### src/logic/cc_defines.svh
`ifndef CC_DEFINES_SVH
`define CC_DEFINES_SVH

// Operand and result width
`define CC_DATA_W 32

// Response tag width with one tag per outstanding offload
`define CC_ID_W 5

// Register stages in the multiplier
`define CC_MUL_STAGES 3

`endif
### src/logic/cc_pkg.sv
`default_nettype none

package cc_pkg;

  // ------------------------------
  // Offload operations
  // ------------------------------

  // Encoded in RISC-V M funct3 order
  typedef enum logic [2:0] {
    MUL    = 3'd0,
    MULH   = 3'd1,
    MULHSU = 3'd2,
    MULHU  = 3'd3,
    DIV    = 3'd4,
    DIVU   = 3'd5,
    REM    = 3'd6,
    REMU   = 3'd7
  } muldiv_op_e;

  // Quotient and remainder go to the serial divider
  function automatic logic is_div(input muldiv_op_e op);
    return op inside {DIV, DIVU, REM, REMU};
  endfunction

  // Product words go to the pipelined multiplier
  function automatic logic is_mul(input muldiv_op_e op);
    return op inside {MUL, MULH, MULHSU, MULHU};
  endfunction

endpackage

`default_nettype wire

### src/logic/muldiv_cc.sv
`timescale 1ns/1ps
`include "cc_defines.svh"
`default_nettype none

module muldiv_cc #(
  parameter bit RegisterOffloadReq  = 1'b1,
  parameter bit RegisterOffloadResp = 1'b1
) (
  input  logic                  clk_i,
  input  logic                  rst_i,
  // Offload request from the core side
  input  logic                  acc_qvalid_i,
  input  logic [`CC_ID_W-1:0]   acc_qid_i,
  input  cc_pkg::muldiv_op_e    acc_qop_i,
  input  logic [`CC_DATA_W-1:0] acc_qarga_i,
  input  logic [`CC_DATA_W-1:0] acc_qargb_i,
  output logic                  acc_qready_o,
  // Offload response to the core side
  output logic                  acc_pvalid_o,
  output logic [`CC_ID_W-1:0]   acc_pid_o,
  output logic [`CC_DATA_W-1:0] acc_pdata_o,
  input  logic                  acc_pready_i
);
  import cc_pkg::*;

  localparam int unsigned OpW   = $bits(muldiv_op_e);
  localparam int unsigned ReqW  = `CC_ID_W + OpW + 2 * `CC_DATA_W;
  localparam int unsigned RespW = `CC_ID_W + `CC_DATA_W;

  logic [ReqW-1:0]       req_data;
  logic                  req_valid, req_ready;
  logic [`CC_ID_W-1:0]   req_id;
  logic [OpW-1:0]        req_op;
  logic [`CC_DATA_W-1:0] req_arga, req_argb;

  logic                  resp_valid, resp_ready;
  logic [`CC_ID_W-1:0]   resp_id;
  logic [`CC_DATA_W-1:0] resp_data;
  logic [RespW-1:0]      resp_q;

  // Cut the offload request path
  offload_spill_reg #(
    .Width  ( ReqW                ),
    .Bypass ( !RegisterOffloadReq )
  ) i_spill_acc_req (
    .clk_i   ( clk_i                                              ),
    .rst_i   ( rst_i                                              ),
    .valid_i ( acc_qvalid_i                                       ),
    .data_i  ( {acc_qid_i, acc_qop_i, acc_qarga_i, acc_qargb_i}   ),
    .ready_o ( acc_qready_o                                       ),
    .valid_o ( req_valid                                          ),
    .data_o  ( req_data                                           ),
    .ready_i ( req_ready                                          )
  );

  assign {req_id, req_op, req_arga, req_argb} = req_data;

  shared_muldiv i_shared_muldiv (
    .clk_i        ( clk_i               ),
    .rst_i        ( rst_i               ),
    .acc_qvalid_i ( req_valid           ),
    .acc_qid_i    ( req_id              ),
    .acc_qop_i    ( muldiv_op_e'(req_op) ),
    .acc_qarga_i  ( req_arga            ),
    .acc_qargb_i  ( req_argb            ),
    .acc_qready_o ( req_ready           ),
    .acc_pvalid_o ( resp_valid          ),
    .acc_pid_o    ( resp_id             ),
    .acc_pdata_o  ( resp_data           ),
    .acc_pready_i ( resp_ready          )
  );

  // Cut the offload response path
  offload_spill_reg #(
    .Width  ( RespW                ),
    .Bypass ( !RegisterOffloadResp )
  ) i_spill_acc_resp (
    .clk_i   ( clk_i                ),
    .rst_i   ( rst_i                ),
    .valid_i ( resp_valid           ),
    .data_i  ( {resp_id, resp_data} ),
    .ready_o ( resp_ready           ),
    .valid_o ( acc_pvalid_o         ),
    .data_o  ( resp_q               ),
    .ready_i ( acc_pready_i         )
  );

  assign {acc_pid_o, acc_pdata_o} = resp_q;

endmodule

`default_nettype wire

### src/logic/shared_muldiv.sv
`timescale 1ns/1ps
`include "cc_defines.svh"
`default_nettype none

module shared_muldiv (
  input  logic                  clk_i,
  input  logic                  rst_i,
  // Offload request
  input  logic                  acc_qvalid_i,
  input  logic [`CC_ID_W-1:0]   acc_qid_i,
  input  cc_pkg::muldiv_op_e    acc_qop_i,
  input  logic [`CC_DATA_W-1:0] acc_qarga_i,
  input  logic [`CC_DATA_W-1:0] acc_qargb_i,
  output logic                  acc_qready_o,
  // Offload response
  output logic                  acc_pvalid_o,
  output logic [`CC_ID_W-1:0]   acc_pid_o,
  output logic [`CC_DATA_W-1:0] acc_pdata_o,
  input  logic                  acc_pready_i
);
  import cc_pkg::*;

  logic                  sel_div;
  logic                  mul_qvalid, mul_qready;
  logic                  div_qvalid, div_qready;
  logic                  mul_pvalid, mul_pready;
  logic                  div_pvalid, div_pready;
  logic [`CC_ID_W-1:0]   mul_pid, div_pid;
  logic [`CC_DATA_W-1:0] mul_pdata, div_pdata;

  // ------------------------------
  // Request steering
  // ------------------------------
  assign sel_div      = is_div(acc_qop_i);
  assign mul_qvalid   = acc_qvalid_i && is_mul(acc_qop_i);
  assign div_qvalid   = acc_qvalid_i && sel_div;
  assign acc_qready_o = sel_div ? div_qready : mul_qready;

  mul_pipe i_mul_pipe (
    .clk_i    ( clk_i       ),
    .rst_i    ( rst_i       ),
    .valid_i  ( mul_qvalid  ),
    .id_i     ( acc_qid_i   ),
    .op_i     ( acc_qop_i   ),
    .a_i      ( acc_qarga_i ),
    .b_i      ( acc_qargb_i ),
    .ready_o  ( mul_qready  ),
    .valid_o  ( mul_pvalid  ),
    .id_o     ( mul_pid     ),
    .result_o ( mul_pdata   ),
    .ready_i  ( mul_pready  )
  );

  div_serial i_div_serial (
    .clk_i    ( clk_i       ),
    .rst_i    ( rst_i       ),
    .valid_i  ( div_qvalid  ),
    .id_i     ( acc_qid_i   ),
    .op_i     ( acc_qop_i   ),
    .a_i      ( acc_qarga_i ),
    .b_i      ( acc_qargb_i ),
    .ready_o  ( div_qready  ),
    .valid_o  ( div_pvalid  ),
    .id_o     ( div_pid     ),
    .result_o ( div_pdata   ),
    .ready_i  ( div_pready  )
  );

  // ------------------------------
  // Response arbitration
  // ------------------------------

  // Multiplier has fixed priority, it cannot hold results for long
  assign acc_pvalid_o = mul_pvalid || div_pvalid;
  assign acc_pid_o    = mul_pvalid ? mul_pid : div_pid;
  assign acc_pdata_o  = mul_pvalid ? mul_pdata : div_pdata;

  // Only the winner sees the port ready
  assign mul_pready = acc_pready_i;
  assign div_pready = acc_pready_i && !mul_pvalid;

endmodule

`default_nettype wire

### src/logic/div_serial.sv
`timescale 1ns/1ps
`include "cc_defines.svh"
`default_nettype none

module div_serial (
  input  logic                  clk_i,
  input  logic                  rst_i,
  input  logic                  valid_i,
  input  logic [`CC_ID_W-1:0]   id_i,
  input  cc_pkg::muldiv_op_e    op_i,
  input  logic [`CC_DATA_W-1:0] a_i,
  input  logic [`CC_DATA_W-1:0] b_i,
  output logic                  ready_o,
  output logic                  valid_o,
  output logic [`CC_ID_W-1:0]   id_o,
  output logic [`CC_DATA_W-1:0] result_o,
  input  logic                  ready_i
);
  import cc_pkg::*;

  localparam int unsigned W    = `CC_DATA_W;
  localparam int unsigned CntW = $clog2(W) + 1;
  // Steps 0 to W-1 shift, step W fixes the signs
  localparam logic [CntW-1:0] LastStep = CntW'(W);
  localparam logic [W-1:0]    MinNeg   = {1'b1, {(W-1){1'b0}}};

  localparam logic [1:0] StIdle = 2'd0;
  localparam logic [1:0] StRun  = 2'd1;
  localparam logic [1:0] StDone = 2'd2;

  logic [1:0]          state_q;
  logic [CntW-1:0]     cnt_q;
  logic [W-1:0]        quo_q, rem_q, dvsr_q, res_q;
  logic [`CC_ID_W-1:0] id_q;
  logic                neg_quo_q, neg_rem_q, want_rem_q;

  logic         op_signed, op_rem, neg_a, neg_b;
  logic         div_zero, overflow;
  logic [W-1:0] abs_a, abs_b;
  logic [W:0]   shifted;
  logic [W+1:0] trial;
  logic         fits;

  // ------------------------------
  // Request decode
  // ------------------------------
  assign op_signed = (op_i == DIV) || (op_i == REM);
  assign op_rem    = (op_i == REM) || (op_i == REMU);
  assign neg_a     = op_signed & a_i[W-1];
  assign neg_b     = op_signed & b_i[W-1];
  assign abs_a     = neg_a ? -a_i : a_i;
  assign abs_b     = neg_b ? -b_i : b_i;
  assign div_zero  = (b_i == '0);
  assign overflow  = op_signed && (a_i == MinNeg) && (b_i == '1);

  // Restoring step
  assign shifted = {rem_q, quo_q[W-1]};
  assign trial   = {1'b0, shifted} - {2'b00, dvsr_q};
  assign fits    = !trial[W+1];

  always_ff @(posedge clk_i) begin
    if (rst_i) begin
      state_q <= StIdle;
      cnt_q   <= '0;
    end else begin
      case (state_q)
        StIdle: begin
          if (valid_i) begin
            cnt_q   <= '0;
            state_q <= (div_zero || overflow) ? StDone : StRun;
          end
        end
        StRun: begin
          if (cnt_q == LastStep) begin
            state_q <= StDone;
          end else begin
            cnt_q <= cnt_q + 1'b1;
          end
        end
        StDone: begin
          if (ready_i) begin
            state_q <= StIdle;
          end
        end
        default: state_q <= StIdle;
      endcase
    end
  end

  always_ff @(posedge clk_i) begin
    if (state_q == StIdle && valid_i) begin
      id_q       <= id_i;
      want_rem_q <= op_rem;
      neg_quo_q  <= neg_a ^ neg_b;
      neg_rem_q  <= neg_a;
      quo_q      <= abs_a;
      rem_q      <= '0;
      dvsr_q     <= abs_b;
      // RISC-V special results skip the loop
      if (div_zero) begin
        res_q <= op_rem ? a_i : '1;
      end else if (overflow) begin
        res_q <= op_rem ? '0 : a_i;
      end
    end else if (state_q == StRun) begin
      if (cnt_q == LastStep) begin
        res_q <= want_rem_q ? (neg_rem_q ? -rem_q : rem_q)
                            : (neg_quo_q ? -quo_q : quo_q);
      end else begin
        rem_q <= fits ? trial[W-1:0] : shifted[W-1:0];
        quo_q <= {quo_q[W-2:0], fits};
      end
    end
  end

  assign ready_o  = (state_q == StIdle);
  assign valid_o  = (state_q == StDone);
  assign id_o     = id_q;
  assign result_o = res_q;

endmodule

`default_nettype wire

### src/logic/mul_pipe.sv
`timescale 1ns/1ps
`include "cc_defines.svh"
`default_nettype none

module mul_pipe (
  input  logic                  clk_i,
  input  logic                  rst_i,
  input  logic                  valid_i,
  input  logic [`CC_ID_W-1:0]   id_i,
  input  cc_pkg::muldiv_op_e    op_i,
  input  logic [`CC_DATA_W-1:0] a_i,
  input  logic [`CC_DATA_W-1:0] b_i,
  output logic                  ready_o,
  output logic                  valid_o,
  output logic [`CC_ID_W-1:0]   id_o,
  output logic [`CC_DATA_W-1:0] result_o,
  input  logic                  ready_i
);
  import cc_pkg::*;

  localparam int unsigned Stages = `CC_MUL_STAGES;
  localparam int unsigned DataW  = `CC_DATA_W;
  localparam int unsigned ExtW   = DataW + 1;

  logic [Stages-1:0]        vld_q;
  logic [`CC_ID_W-1:0]      id_q [Stages];
  muldiv_op_e               op_q [Stages-1];
  logic                     advance;
  logic                     a_signed, b_signed;
  logic signed [ExtW-1:0]   opa_d, opb_d, opa_q, opb_q;
  logic signed [2*ExtW-1:0] prod_full;
  logic [2*DataW-1:0]       prod_q;
  logic [DataW-1:0]         res_q;

  // Whole pipe moves together, so one enable
  assign advance = !vld_q[Stages-1] || ready_i;
  assign ready_o = advance;

  // Stage one operand extension
  assign a_signed = (op_i == MULH) || (op_i == MULHSU);
  assign b_signed = (op_i == MULH);
  assign opa_d    = {a_signed & a_i[DataW-1], a_i};
  assign opb_d    = {b_signed & b_i[DataW-1], b_i};

  // Stage two product, 33x33 signed covers all sign mixes
  assign prod_full = opa_q * opb_q;

  always_ff @(posedge clk_i) begin
    if (rst_i) begin
      vld_q <= '0;
    end else if (advance) begin
      vld_q <= {vld_q[Stages-2:0], valid_i};
    end
  end

  always_ff @(posedge clk_i) begin
    if (advance) begin
      id_q[0] <= id_i;
      for (int i = 1; i < Stages; i++) begin
        id_q[i] <= id_q[i-1];
      end
      op_q[0] <= op_i;
      for (int i = 1; i < Stages - 1; i++) begin
        op_q[i] <= op_q[i-1];
      end
      opa_q  <= opa_d;
      opb_q  <= opb_d;
      prod_q <= prod_full[2*DataW-1:0];
      // Stage three word select
      res_q  <= (op_q[Stages-2] == MUL) ? prod_q[DataW-1:0] : prod_q[2*DataW-1:DataW];
    end
  end

  assign valid_o  = vld_q[Stages-1];
  assign id_o     = id_q[Stages-1];
  assign result_o = res_q;

endmodule

`default_nettype wire

### src/logic/offload_spill_reg.sv
`timescale 1ns/1ps
`default_nettype none

module offload_spill_reg #(
  parameter int unsigned Width  = 32,
  parameter bit          Bypass = 1'b0
) (
  input  logic             clk_i,
  input  logic             rst_i,
  input  logic             valid_i,
  input  logic [Width-1:0] data_i,
  output logic             ready_o,
  output logic             valid_o,
  output logic [Width-1:0] data_o,
  input  logic             ready_i
);

  if (Bypass) begin : gen_bypass
    assign valid_o = valid_i;
    assign data_o  = data_i;
    assign ready_o = ready_i;
  end else begin : gen_spill
    logic             a_full_q, b_full_q;
    logic [Width-1:0] a_data_q, b_data_q;
    logic             a_fill, a_drain, b_fill, b_drain;

    // Slot A takes every new item
    assign a_fill  = valid_i && ready_o;
    // A empties whenever B is free, either downstream or into B
    assign a_drain = a_full_q && !b_full_q;
    // Spill into B only if downstream does not take A
    assign b_fill  = a_drain && !ready_i;
    assign b_drain = b_full_q && ready_i;

    always_ff @(posedge clk_i) begin
      if (rst_i) begin
        a_full_q <= 1'b0;
        b_full_q <= 1'b0;
      end else begin
        if (a_fill || a_drain) begin
          a_full_q <= a_fill;
        end
        if (b_fill || b_drain) begin
          b_full_q <= b_fill;
        end
      end
    end

    always_ff @(posedge clk_i) begin
      if (a_fill) begin
        a_data_q <= data_i;
      end
      if (b_fill) begin
        b_data_q <= a_data_q;
      end
    end

    // B holds the older item when both are full
    assign valid_o = a_full_q || b_full_q;
    assign data_o  = b_full_q ? b_data_q : a_data_q;
    assign ready_o = !a_full_q || !b_full_q;
  end

endmodule

`default_nettype wire

### config.mk
export PLATFORM = sky130hd
export DESIGN_NAME = muldiv_cc
export DESIGN_NICKNAME = d
export VERILOG_FILES = /design/src/logic/cc_pkg.sv /design/src/logic/muldiv_cc.sv /design/src/logic/shared_muldiv.sv /design/src/logic/div_serial.sv /design/src/logic/mul_pipe.sv /design/src/logic/offload_spill_reg.sv
export VERILOG_INCLUDE_DIRS = /design/src /design/src/logic
export SDC_FILE = /design/constraint.sdc
export NUM_CORES = 2
export LEC_CHECK = 0
export BUFFER_PORTS_ARGS = -buffer_cell sky130_fd_sc_hd__buf_2
export CELL_PAD_IN_SITES_DETAIL_PLACEMENT = 0
export CELL_PAD_IN_SITES_GLOBAL_PLACEMENT = 1
export CORE_MARGIN = 1.5
export CORE_UTILIZATION = 30
export CTS_CLUSTER_DIAMETER = 50
export CTS_CLUSTER_SIZE = 8
export DETAILED_ROUTE_END_ITERATION = 16
export PLACE_DENSITY = 0.49
export SLEW_MARGIN = 10
export SYNTH_ARGS = -nofsm -noshare
export SYNTH_HDL_FRONTEND = slang
export SYNTH_SLANG_ARGS = --single-unit
### constraint.sdc
create_clock -name clk_i -period 11.4 [get_ports clk_i]
set_input_delay 0 -clock clk_i [delete_from_list [all_inputs] [get_ports clk_i]]
set_output_delay 0 -clock clk_i [all_outputs]
set_load 0.05 [all_outputs]
== Word-level counts from Yosys, hierarchy flattened ==
Memories as Yosys holds them, arrays and structs flattened.
Cells that the tools add are included.
W data, S select, Z words.
Word-level totals
  bits in registers: 531
  memory bits (writable): 21
  output and inout port bits: 39
  word-level logic and storage cells: 138
  memories: 2
Memories
  i_shared_muldiv.i_mul_pipe.id_q: depth 3, bits a word 5, rd ports 3, clocked after memory_dff 0, write ports 3, line mul_pipe.sv:26  | logic [`CC_ID_W-1:0] id_q [Stages];
  i_shared_muldiv.i_mul_pipe.op_q: depth 2, bits a word 3, rd ports 2, clocked after memory_dff 0, write ports 2, line mul_pipe.sv:27  | muldiv_op_e op_q [Stages-1];
Operators by class
  $add $sub $neg: 6
  multiply operators: 1
  eq/ne operators: 18
  mux-type cells: 32
  bitwise operators: 6
  reduce and logical (&&, ||, !) cells: 50
Operators with widths (count)
  $mux W32: 18
  $neg A32 Y32: 4
  $mux W72: 1
  $eq A32 B32 Y1 const B: 2
  $mul A33 B33 Y64: 1
  $mux W37: 1
  $sub A33 B32 Y34: 1
  $logic_not A32 Y1: 1
  $logic_and A1 B1 Y1: 14
  $logic_or A1 B1 Y1: 14
  $eq A3 B3 Y1 const B: 4
  $mux W6: 2
  $pmux W6 S2: 1
  $reduce_and A3 Y1: 3
  $logic_not A1 Y1: 8
  $mux W2: 4
  $ne A2 B2 Y1 const B: 4
  $reduce_bool A4 Y1: 2
  $add A6 B1 Y6 const B: 1
  $eq A3 B2 Y1 const B: 2
  $eq A6 B6 Y1 const B: 1
  $logic_not A3 Y1: 2
  $pmux W2 S3: 1
  $reduce_bool A2 Y1: 3
  12 further kinds: 18

== Longest topological paths before layout ==
  word-level depth: 9
  gate-level depth with buffers: 27
  gate-level depth less buffers: 25

== Modules after synthesis ==
A second synthesis with hierarchy kept.
Unflattened totals
  cells, all modules: 5962
  area, all modules: 63218.1 um2
Modules (own cells, without submodules)
  mul_pipe: times used 1, cells an instance 4349, area each 44131.1 um2, sequential area each 5555.3 um2
  div_serial: times used 1, cells an instance 1210, area each 10378.7 um2, sequential area each 3923.8 um2
  offload_spill_reg (i_spill_acc_req): times used 1, cells an instance 233, area each 5421.4 um2, sequential area each 4364.2 um2
  offload_spill_reg (i_spill_acc_resp): times used 1, cells an instance 124, area each 2766.4 um2, sequential area each 2262.2 um2
  shared_muldiv: times used 1, cells an instance 46, area each 520.5 um2, sequential area each 0.0 um2

== Worst setup path before layout ==
OpenSTA, ideal clock, no wires.
  path kind: register -> register
  from: reg i_shared_muldiv.i_mul_pipe.opa_q[32]
  to: reg i_shared_muldiv.i_mul_pipe.prod_q[63], data pin
  data arrival time: 7.726 ns
  data required time: 11.146 ns
  path slack: 3.420 ns
  cell stages (with the launch flop): 26
  buffers on the path: 2
  clock period less this slack: 7.980 ns
  path through: edfxtp_1 -> clkbuf_1 -> nand2_1 -> inv_1 -> fa_1 -> fa_1 -> fa_1 -> inv_1 -> fa_1 -> inv_1 -> fa_1 -> fa_1 -> inv_1 -> fa_1 -> fa_1 -> inv_1 -> ha_1 -> clkbuf_1 -> a21o_1 -> a21o_1 -> a21oi_1 -> o21ai_0 -> a21o_1 -> a221oi_1 -> o311ai_0 -> o21a_1
On the way
  cells in the longest elaborated chain, start to end: 1
RTL lines
  start: declaration: line mul_pipe.sv:30  | logic signed [ExtW-1:0] opa_d, opb_d, opa_q, opb_q;
  start signal: assignment: line mul_pipe.sv:66  | opa_q <= opa_d;
  $mul A33 B33 Y64: line mul_pipe.sv:46  | assign prod_full = opa_q * opb_q;
  named net i_shared_muldiv.i_mul_pipe.prod_full[63]: line mul_pipe.sv:31  | logic signed [2*ExtW-1:0] prod_full;
  end signal: assignment: line mul_pipe.sv:68  | prod_q <= prod_full[2*DataW-1:0];
  end: declaration: line mul_pipe.sv:32  | logic [2*DataW-1:0] prod_q;
The timed path passes the listed nets, and every way through them passes these cells.
A chain may end at the register's enable or synchronous reset.

== Worst setup path after layout ==
  from: reg i_shared_muldiv.i_mul_pipe.opb_q[4]
  to: reg i_shared_muldiv.i_mul_pipe.prod_q[61], data pin
On the way
  cells in the longest elaborated chain, start to end: 1
RTL lines
  start: declaration: line mul_pipe.sv:30
  start signal: assignment: line mul_pipe.sv:67  | opb_q <= opb_d;
  $mul A33 B33 Y64: line mul_pipe.sv:46
  named net i_shared_muldiv.i_mul_pipe.prod_full[61]: line mul_pipe.sv:31
The timed path passes the listed nets, and every way through them passes these cells.

==> impl_table.tex <==
\begin{tabular}{lr}
\hline
Metric & Value \\
\hline
\multicolumn{2}{l}{\textbf{Outcome}} \\
\quad Run status & completed \\
\multicolumn{2}{l}{\textbf{Floorplanning}} \\
\quad Die X & 463.1 um \\
\quad Die Outline Area & 214500 um2 \\
\quad Core footprint & 210000 um2 \\
\quad Vert. Die Dim & 463.1 um \\
\quad IO Pins & 115 \\
\quad Starting density of the core & 30.24\% \\
\quad Row count & 168 \\
\multicolumn{2}{l}{\textbf{CTS}} \\
\quad Clock insertion delay at the later pin of the skew report & 720 ps \\
\quad Longest Clk Path Bufs & 3 \\
\quad Maximum level of the CTS H-tree & 3 \\
\quad Number of post-CTS setup repair buffers & 0 \\
\quad Number of sinks handled by clock tree synthesis & 552 \\
\quad Number of buffers created by CTS & 92 \\
\quad Register clock-pin slew on the reported worst setup and hold paths & 50 ps \\
\quad CTS tree & yes \\
\quad Root buffer cell & sky130\_fd\_sc\_hd\_\_clkbuf\_16 \\
\multicolumn{2}{l}{\textbf{Timing}} \\
\quad Final total negative setup slack & 0 ps \\
\quad Setup repair after global routing missed its margin & false \\
\quad Worst-Margin Slew & 1373 ps \\
\quad Count of final hold-check violations & 0 \\
\quad Setup Skew & 60.48 ps \\
\quad Max-slew violation count & 0 \\
\quad Max-slew headroom at the worst pin & 7.777\% \\
\quad Final critical-path share of the clock period & 82.19\% \\
\quad Crit path time final & 9369 ps \\
\quad Highest clock frequency the design can meet & 106.7 MHz \\
\quad Setup Viol. Count Final & 0 \\
\multicolumn{2}{l}{\textbf{Global routing}} \\
\quad Overall track demand over capacity in global routing & 19.49\% \\
\quad Vias in the first global route & 47020 \\
\quad Maximum number of pins on one net before global-route repair & 113 \\
\quad Antenna violations before repair & 21 \\
\quad Overall overflow remaining after global route & 0 \\
\quad First-pass GRT wire length & 310.5 mm \\
\multicolumn{2}{l}{\textbf{Setup path}} \\
\quad CP Launch Type & flop \\
\quad Worst reg-to-reg setup slack & 2030 ps \\
\quad Endpoint kind of the worst setup timing path & flop \\
\quad Type of the worst setup path & flop to flop \\
\quad R2r endpoint & i\_shared\_muldiv.i\_mul\_pipe.prod\_q[61] \\
\quad Data required time at the worst endpoint & 11800 ps \\
\quad Worst R2R Start & i\_shared\_muldiv.i\_mul\_pipe.opb\_q[4] \\
\quad Maximum fanout encountered on the critical timing path & 21 \\
\quad Launch point of the worst path & i\_shared\_muldiv.i\_mul\_pipe.opb\_q[4] \\
\quad Arr. time, crit path & 9770 ps \\
\quad Cells on worst reg2reg path & 22 \\
\multicolumn{2}{l}{\textbf{Placed design}} \\
\quad Final RePlAce weighted congestion & 0.8380 \\
\quad DP Area & 67390 um2 \\
\quad I/O Buffers & 114 \\
\quad Placed wire-length estimate after detailed placement & 162.0 mm \\
\multicolumn{2}{l}{\textbf{Synth}} \\
\quad Syn Inst Count & 6048 \\
\quad Ys async rst share & 0\% \\
\quad Distinct cell type count after synthesis & 90 \\
\quad Share of the synthesized area in the top cell type & 35.49\% \\
\quad Ys Warns & 0 \\
\quad Flops \& latches, synth & 552 \\
\quad Library cell with the largest summed area after synthesis & sky130\_fd\_sc\_hd\_\_fa\_1 \\
\quad Proportion of synthesized chip area in sequential cells & 25.36\% \\
\quad List of most frequent post-synthesis cells & 1191 x sky130\_fd\_sc\_hd\_\_inv\_1, 1126 x sky130\_fd\_sc\_hd\_\_fa\_1, 703 x sky130\_fd\_sc\_hd\_\_nand2\_1, 548 x sky130\_fd\_sc\_hd\_\_and2\_1, 505 x sky130\_fd\_sc\_hd\_\_edfxtp\_1 \\
\quad Combined area of all synthesized cells & 63510 um2 \\
\quad Syn Nets & 7501 \\
\quad Post-Syn Area per Cell & 10.50 um2 \\
\quad Most instantiated library cell after synthesis & sky130\_fd\_sc\_hd\_\_inv\_1 \\
\quad EDFF count, synth & 505 \\
\quad Largest cells by area after synthesis & sky130\_fd\_sc\_hd\_\_fa\_1 35\%, sky130\_fd\_sc\_hd\_\_edfxtp\_1 24\%, sky130\_fd\_sc\_hd\_\_inv\_1 7.0\% \\
\quad Prevailing post-synth register cell & sky130\_fd\_sc\_hd\_\_edfxtp\_1 \\
\multicolumn{2}{l}{\textbf{Final layout}} \\
\quad Flip-flop and latch area & 16110 um2 \\
\quad Post-route cell area & 71810 um2 \\
\quad Filler cells & 21260 \\
\quad Area used by multi-input combinational logic & 41760 um2 \\
\quad Area growth, synth to finish & 13.06\% \\
\quad Final net count & 7674 \\
\quad Share of final-layout standard cells stronger than drive strength 1 & 8.650\% \\
\multicolumn{2}{l}{\textbf{Drt}} \\
\quad Wire length reported by the detailed router & 205.8 mm \\
\quad Total number of vias & 42590 \\
\quad Routed length per placed instance & 22.61 um \\
\quad Post-detailed-route DRC marker count & 0 \\
\quad Number of detailed-route iterations in the first pass & 5 \\
\quad Remaining antenna violation count after routing & 0 \\
\quad Initial DRC Count & 2294 \\
\quad Routed vias/inst & 4.679 \\
\multicolumn{2}{l}{\textbf{Flow run}} \\
\quad Max Cap Viol & 0 \\
\multicolumn{2}{l}{\textbf{Worst hold path}} \\
\quad Hold Startpoint & acc\_qarga\_i[19] \\
\quad Hold Path Depth & 2 \\
\quad Endpoint of the worst hold path & i\_spill\_acc\_req.gen\_spill.a\_data\_q[51] \\
\quad Worst hold path class & input pin to flop \\
\hline
\end{tabular}
[worst max-delay path by stage]
stage	to	slack (ps)	cells past startpoint
floorplan	i_shared_muldiv.i_mul_pipe.prod_q[63]	3420	25
global placement	i_shared_muldiv.i_mul_pipe.prod_q[61]	2080	22
detailed placement	i_shared_muldiv.i_mul_pipe.prod_q[61]	1960	22
CTS	i_shared_muldiv.i_mul_pipe.prod_q[61]	1930	22
global route	i_shared_muldiv.i_mul_pipe.prod_q[61]	1670	22
finish	i_shared_muldiv.i_mul_pipe.prod_q[61]	2030	22
[critical path, cell delays in order (launching register included)]
cell	delay, ps
sky130_fd_sc_hd__edfxtp_1	1100
sky130_fd_sc_hd__and2_1	320
sky130_fd_sc_hd__fa_1	480
sky130_fd_sc_hd__fa_1	510
sky130_fd_sc_hd__fa_1	540
sky130_fd_sc_hd__buf_4	250
sky130_fd_sc_hd__inv_1	140
sky130_fd_sc_hd__fa_1	1020
sky130_fd_sc_hd__inv_1	340
sky130_fd_sc_hd__fa_1	530
sky130_fd_sc_hd__fa_1	500
sky130_fd_sc_hd__fa_1	490
sky130_fd_sc_hd__inv_1	50
sky130_fd_sc_hd__fa_1	480
sky130_fd_sc_hd__inv_1	50
sky130_fd_sc_hd__ha_1	410
sky130_fd_sc_hd__nand2_1	110
sky130_fd_sc_hd__nor2_1	390
sky130_fd_sc_hd__and2_1	250
sky130_fd_sc_hd__nor3_1	60
sky130_fd_sc_hd__nor2_1	260
sky130_fd_sc_hd__nand2_1	160
sky130_fd_sc_hd__o311ai_0	580
[per-layer routing]
metal / GRT usage, % / part of all wire, % / vias up
li1: - / - / 19230
met1: 25.55 / 44 / 22430
met2: 34.02 / 50 / 744
met3: 1.772 / 3.0 / 191
met4: 5.707 / 3.0 / 2
met5: 0 / 0.0039 / -
[final cells by class]
| cell class | instances | area share (%) |
|---|---|---|
| Sequential cell | 552 | 22.44 |
| Inverter | 1194 | 6.252 |
| Multi-Input combinational cell | 4004 | 58.16 |
| Tap cell | 2805 | 4.888 |
| Clock buffer | 135 | 3.488 |
| Timing Repair Buffer | 377 | 4.182 |
| Antenna cell | 8 | 0.02788 |
| Clock inverter | 27 | 0.5680 |
[cells by family (layout without fill, tap and decap cells)]
| group | count (synthesis) | after routing | synth area share (%) |
|---|---|---|---|
| AND/OR/NAND/NOR | 1607 | 1607 | 12.73 |
| buffers and inverters | 1492 | 1733 | 8.950 |
| adder cells (fa/ha/maj) | 1377 | 1377 | 40.44 |
| AO/OA/AOI/OAI | 598 | 598 | 6.011 |
| flip-flops | 552 | 552 | 25.36 |
| XOR/XNOR | 217 | 217 | 2.993 |
| multiplexers | 205 | 205 | 3.519 |
| other | 0 | 8 | 0 |
[flip-flops by register name (all words and copies together) (netlist names), 2 cells and up]
name and flops:
i_shared_muldiv.i_mul_pipe.prod_q 64, i_spill_acc_req.gen_spill.a_data_q 72, i_shared_muldiv.i_div_serial.rem_q 32, i_shared_muldiv.i_div_serial.cnt_q 6, i_spill_acc_resp.gen_spill.a_data_q 37, i_shared_muldiv.i_div_serial.result_o 32
i_shared_muldiv.i_div_serial.state_q 2, i_shared_muldiv.i_mul_pipe.result_o 32, i_shared_muldiv.i_mul_pipe.op_q 6, i_shared_muldiv.i_mul_pipe.id_q 15, i_shared_muldiv.i_div_serial.quo_q 32, i_shared_muldiv.i_mul_pipe.vld_q 3
i_spill_acc_req.gen_spill.b_data_q 72, i_shared_muldiv.i_div_serial.id_o 5, i_shared_muldiv.i_mul_pipe.opb_q 33, i_shared_muldiv.i_mul_pipe.opa_q 33, i_spill_acc_resp.gen_spill.b_data_q 37, i_shared_muldiv.i_div_serial.dvsr_q 32
[cells in the final DEF (no fill, tap or decap), types with 23 or more instances in the layout]
cell,count
sky130_fd_sc_hd__a21o_1,45
sky130_fd_sc_hd__a21oi_1,131
sky130_fd_sc_hd__a31oi_1,27
sky130_fd_sc_hd__and2_1,547
sky130_fd_sc_hd__buf_2,114
sky130_fd_sc_hd__buf_4,108
sky130_fd_sc_hd__clkbuf_1,40
sky130_fd_sc_hd__clkbuf_16,93
sky130_fd_sc_hd__dfxtp_1,44
sky130_fd_sc_hd__dlygate4sd3_1,148
sky130_fd_sc_hd__edfxtp_1,505
sky130_fd_sc_hd__fa_1,1126
sky130_fd_sc_hd__ha_1,251
sky130_fd_sc_hd__inv_1,1190
sky130_fd_sc_hd__mux2_2,140
sky130_fd_sc_hd__mux2i_1,63
sky130_fd_sc_hd__nand2_1,703
sky130_fd_sc_hd__nand2b_1,23
sky130_fd_sc_hd__nand3_1,36
sky130_fd_sc_hd__nor2_1,89
sky130_fd_sc_hd__nor2b_1,35
sky130_fd_sc_hd__nor3_1,38
sky130_fd_sc_hd__o211ai_1,35
sky130_fd_sc_hd__o21ai_0,145
sky130_fd_sc_hd__o21ai_1,45
sky130_fd_sc_hd__o31ai_1,36
sky130_fd_sc_hd__xnor2_1,131
sky130_fd_sc_hd__xor2_1,86
[what timing repair did]
action / 4_1_cts / 5_1_grt
gates resized for setup: 0 / 0
hold buffers: 148 / 0
hold endpoints to repair: 140 / 0
[metrics by stage]
stage	setup slack [ps]	instances	hold slack, ps	util [%]
6_report	2031	9102	49.48	34.20
5_1_grt	1673	9095	27.05	34.19
4_1_cts	1927	9094	9.628	34.19
3_5_place_dp	1964	8784	178.1	32.09
3_3_place_gp	2082	8784	176.6	32.09
2_1_floorplan	3420	6048	76.15	-
Power is left out: the tool's default activity adds up to more than one toggle a clock period on the data nets, which glitch-free logic cannot reach.
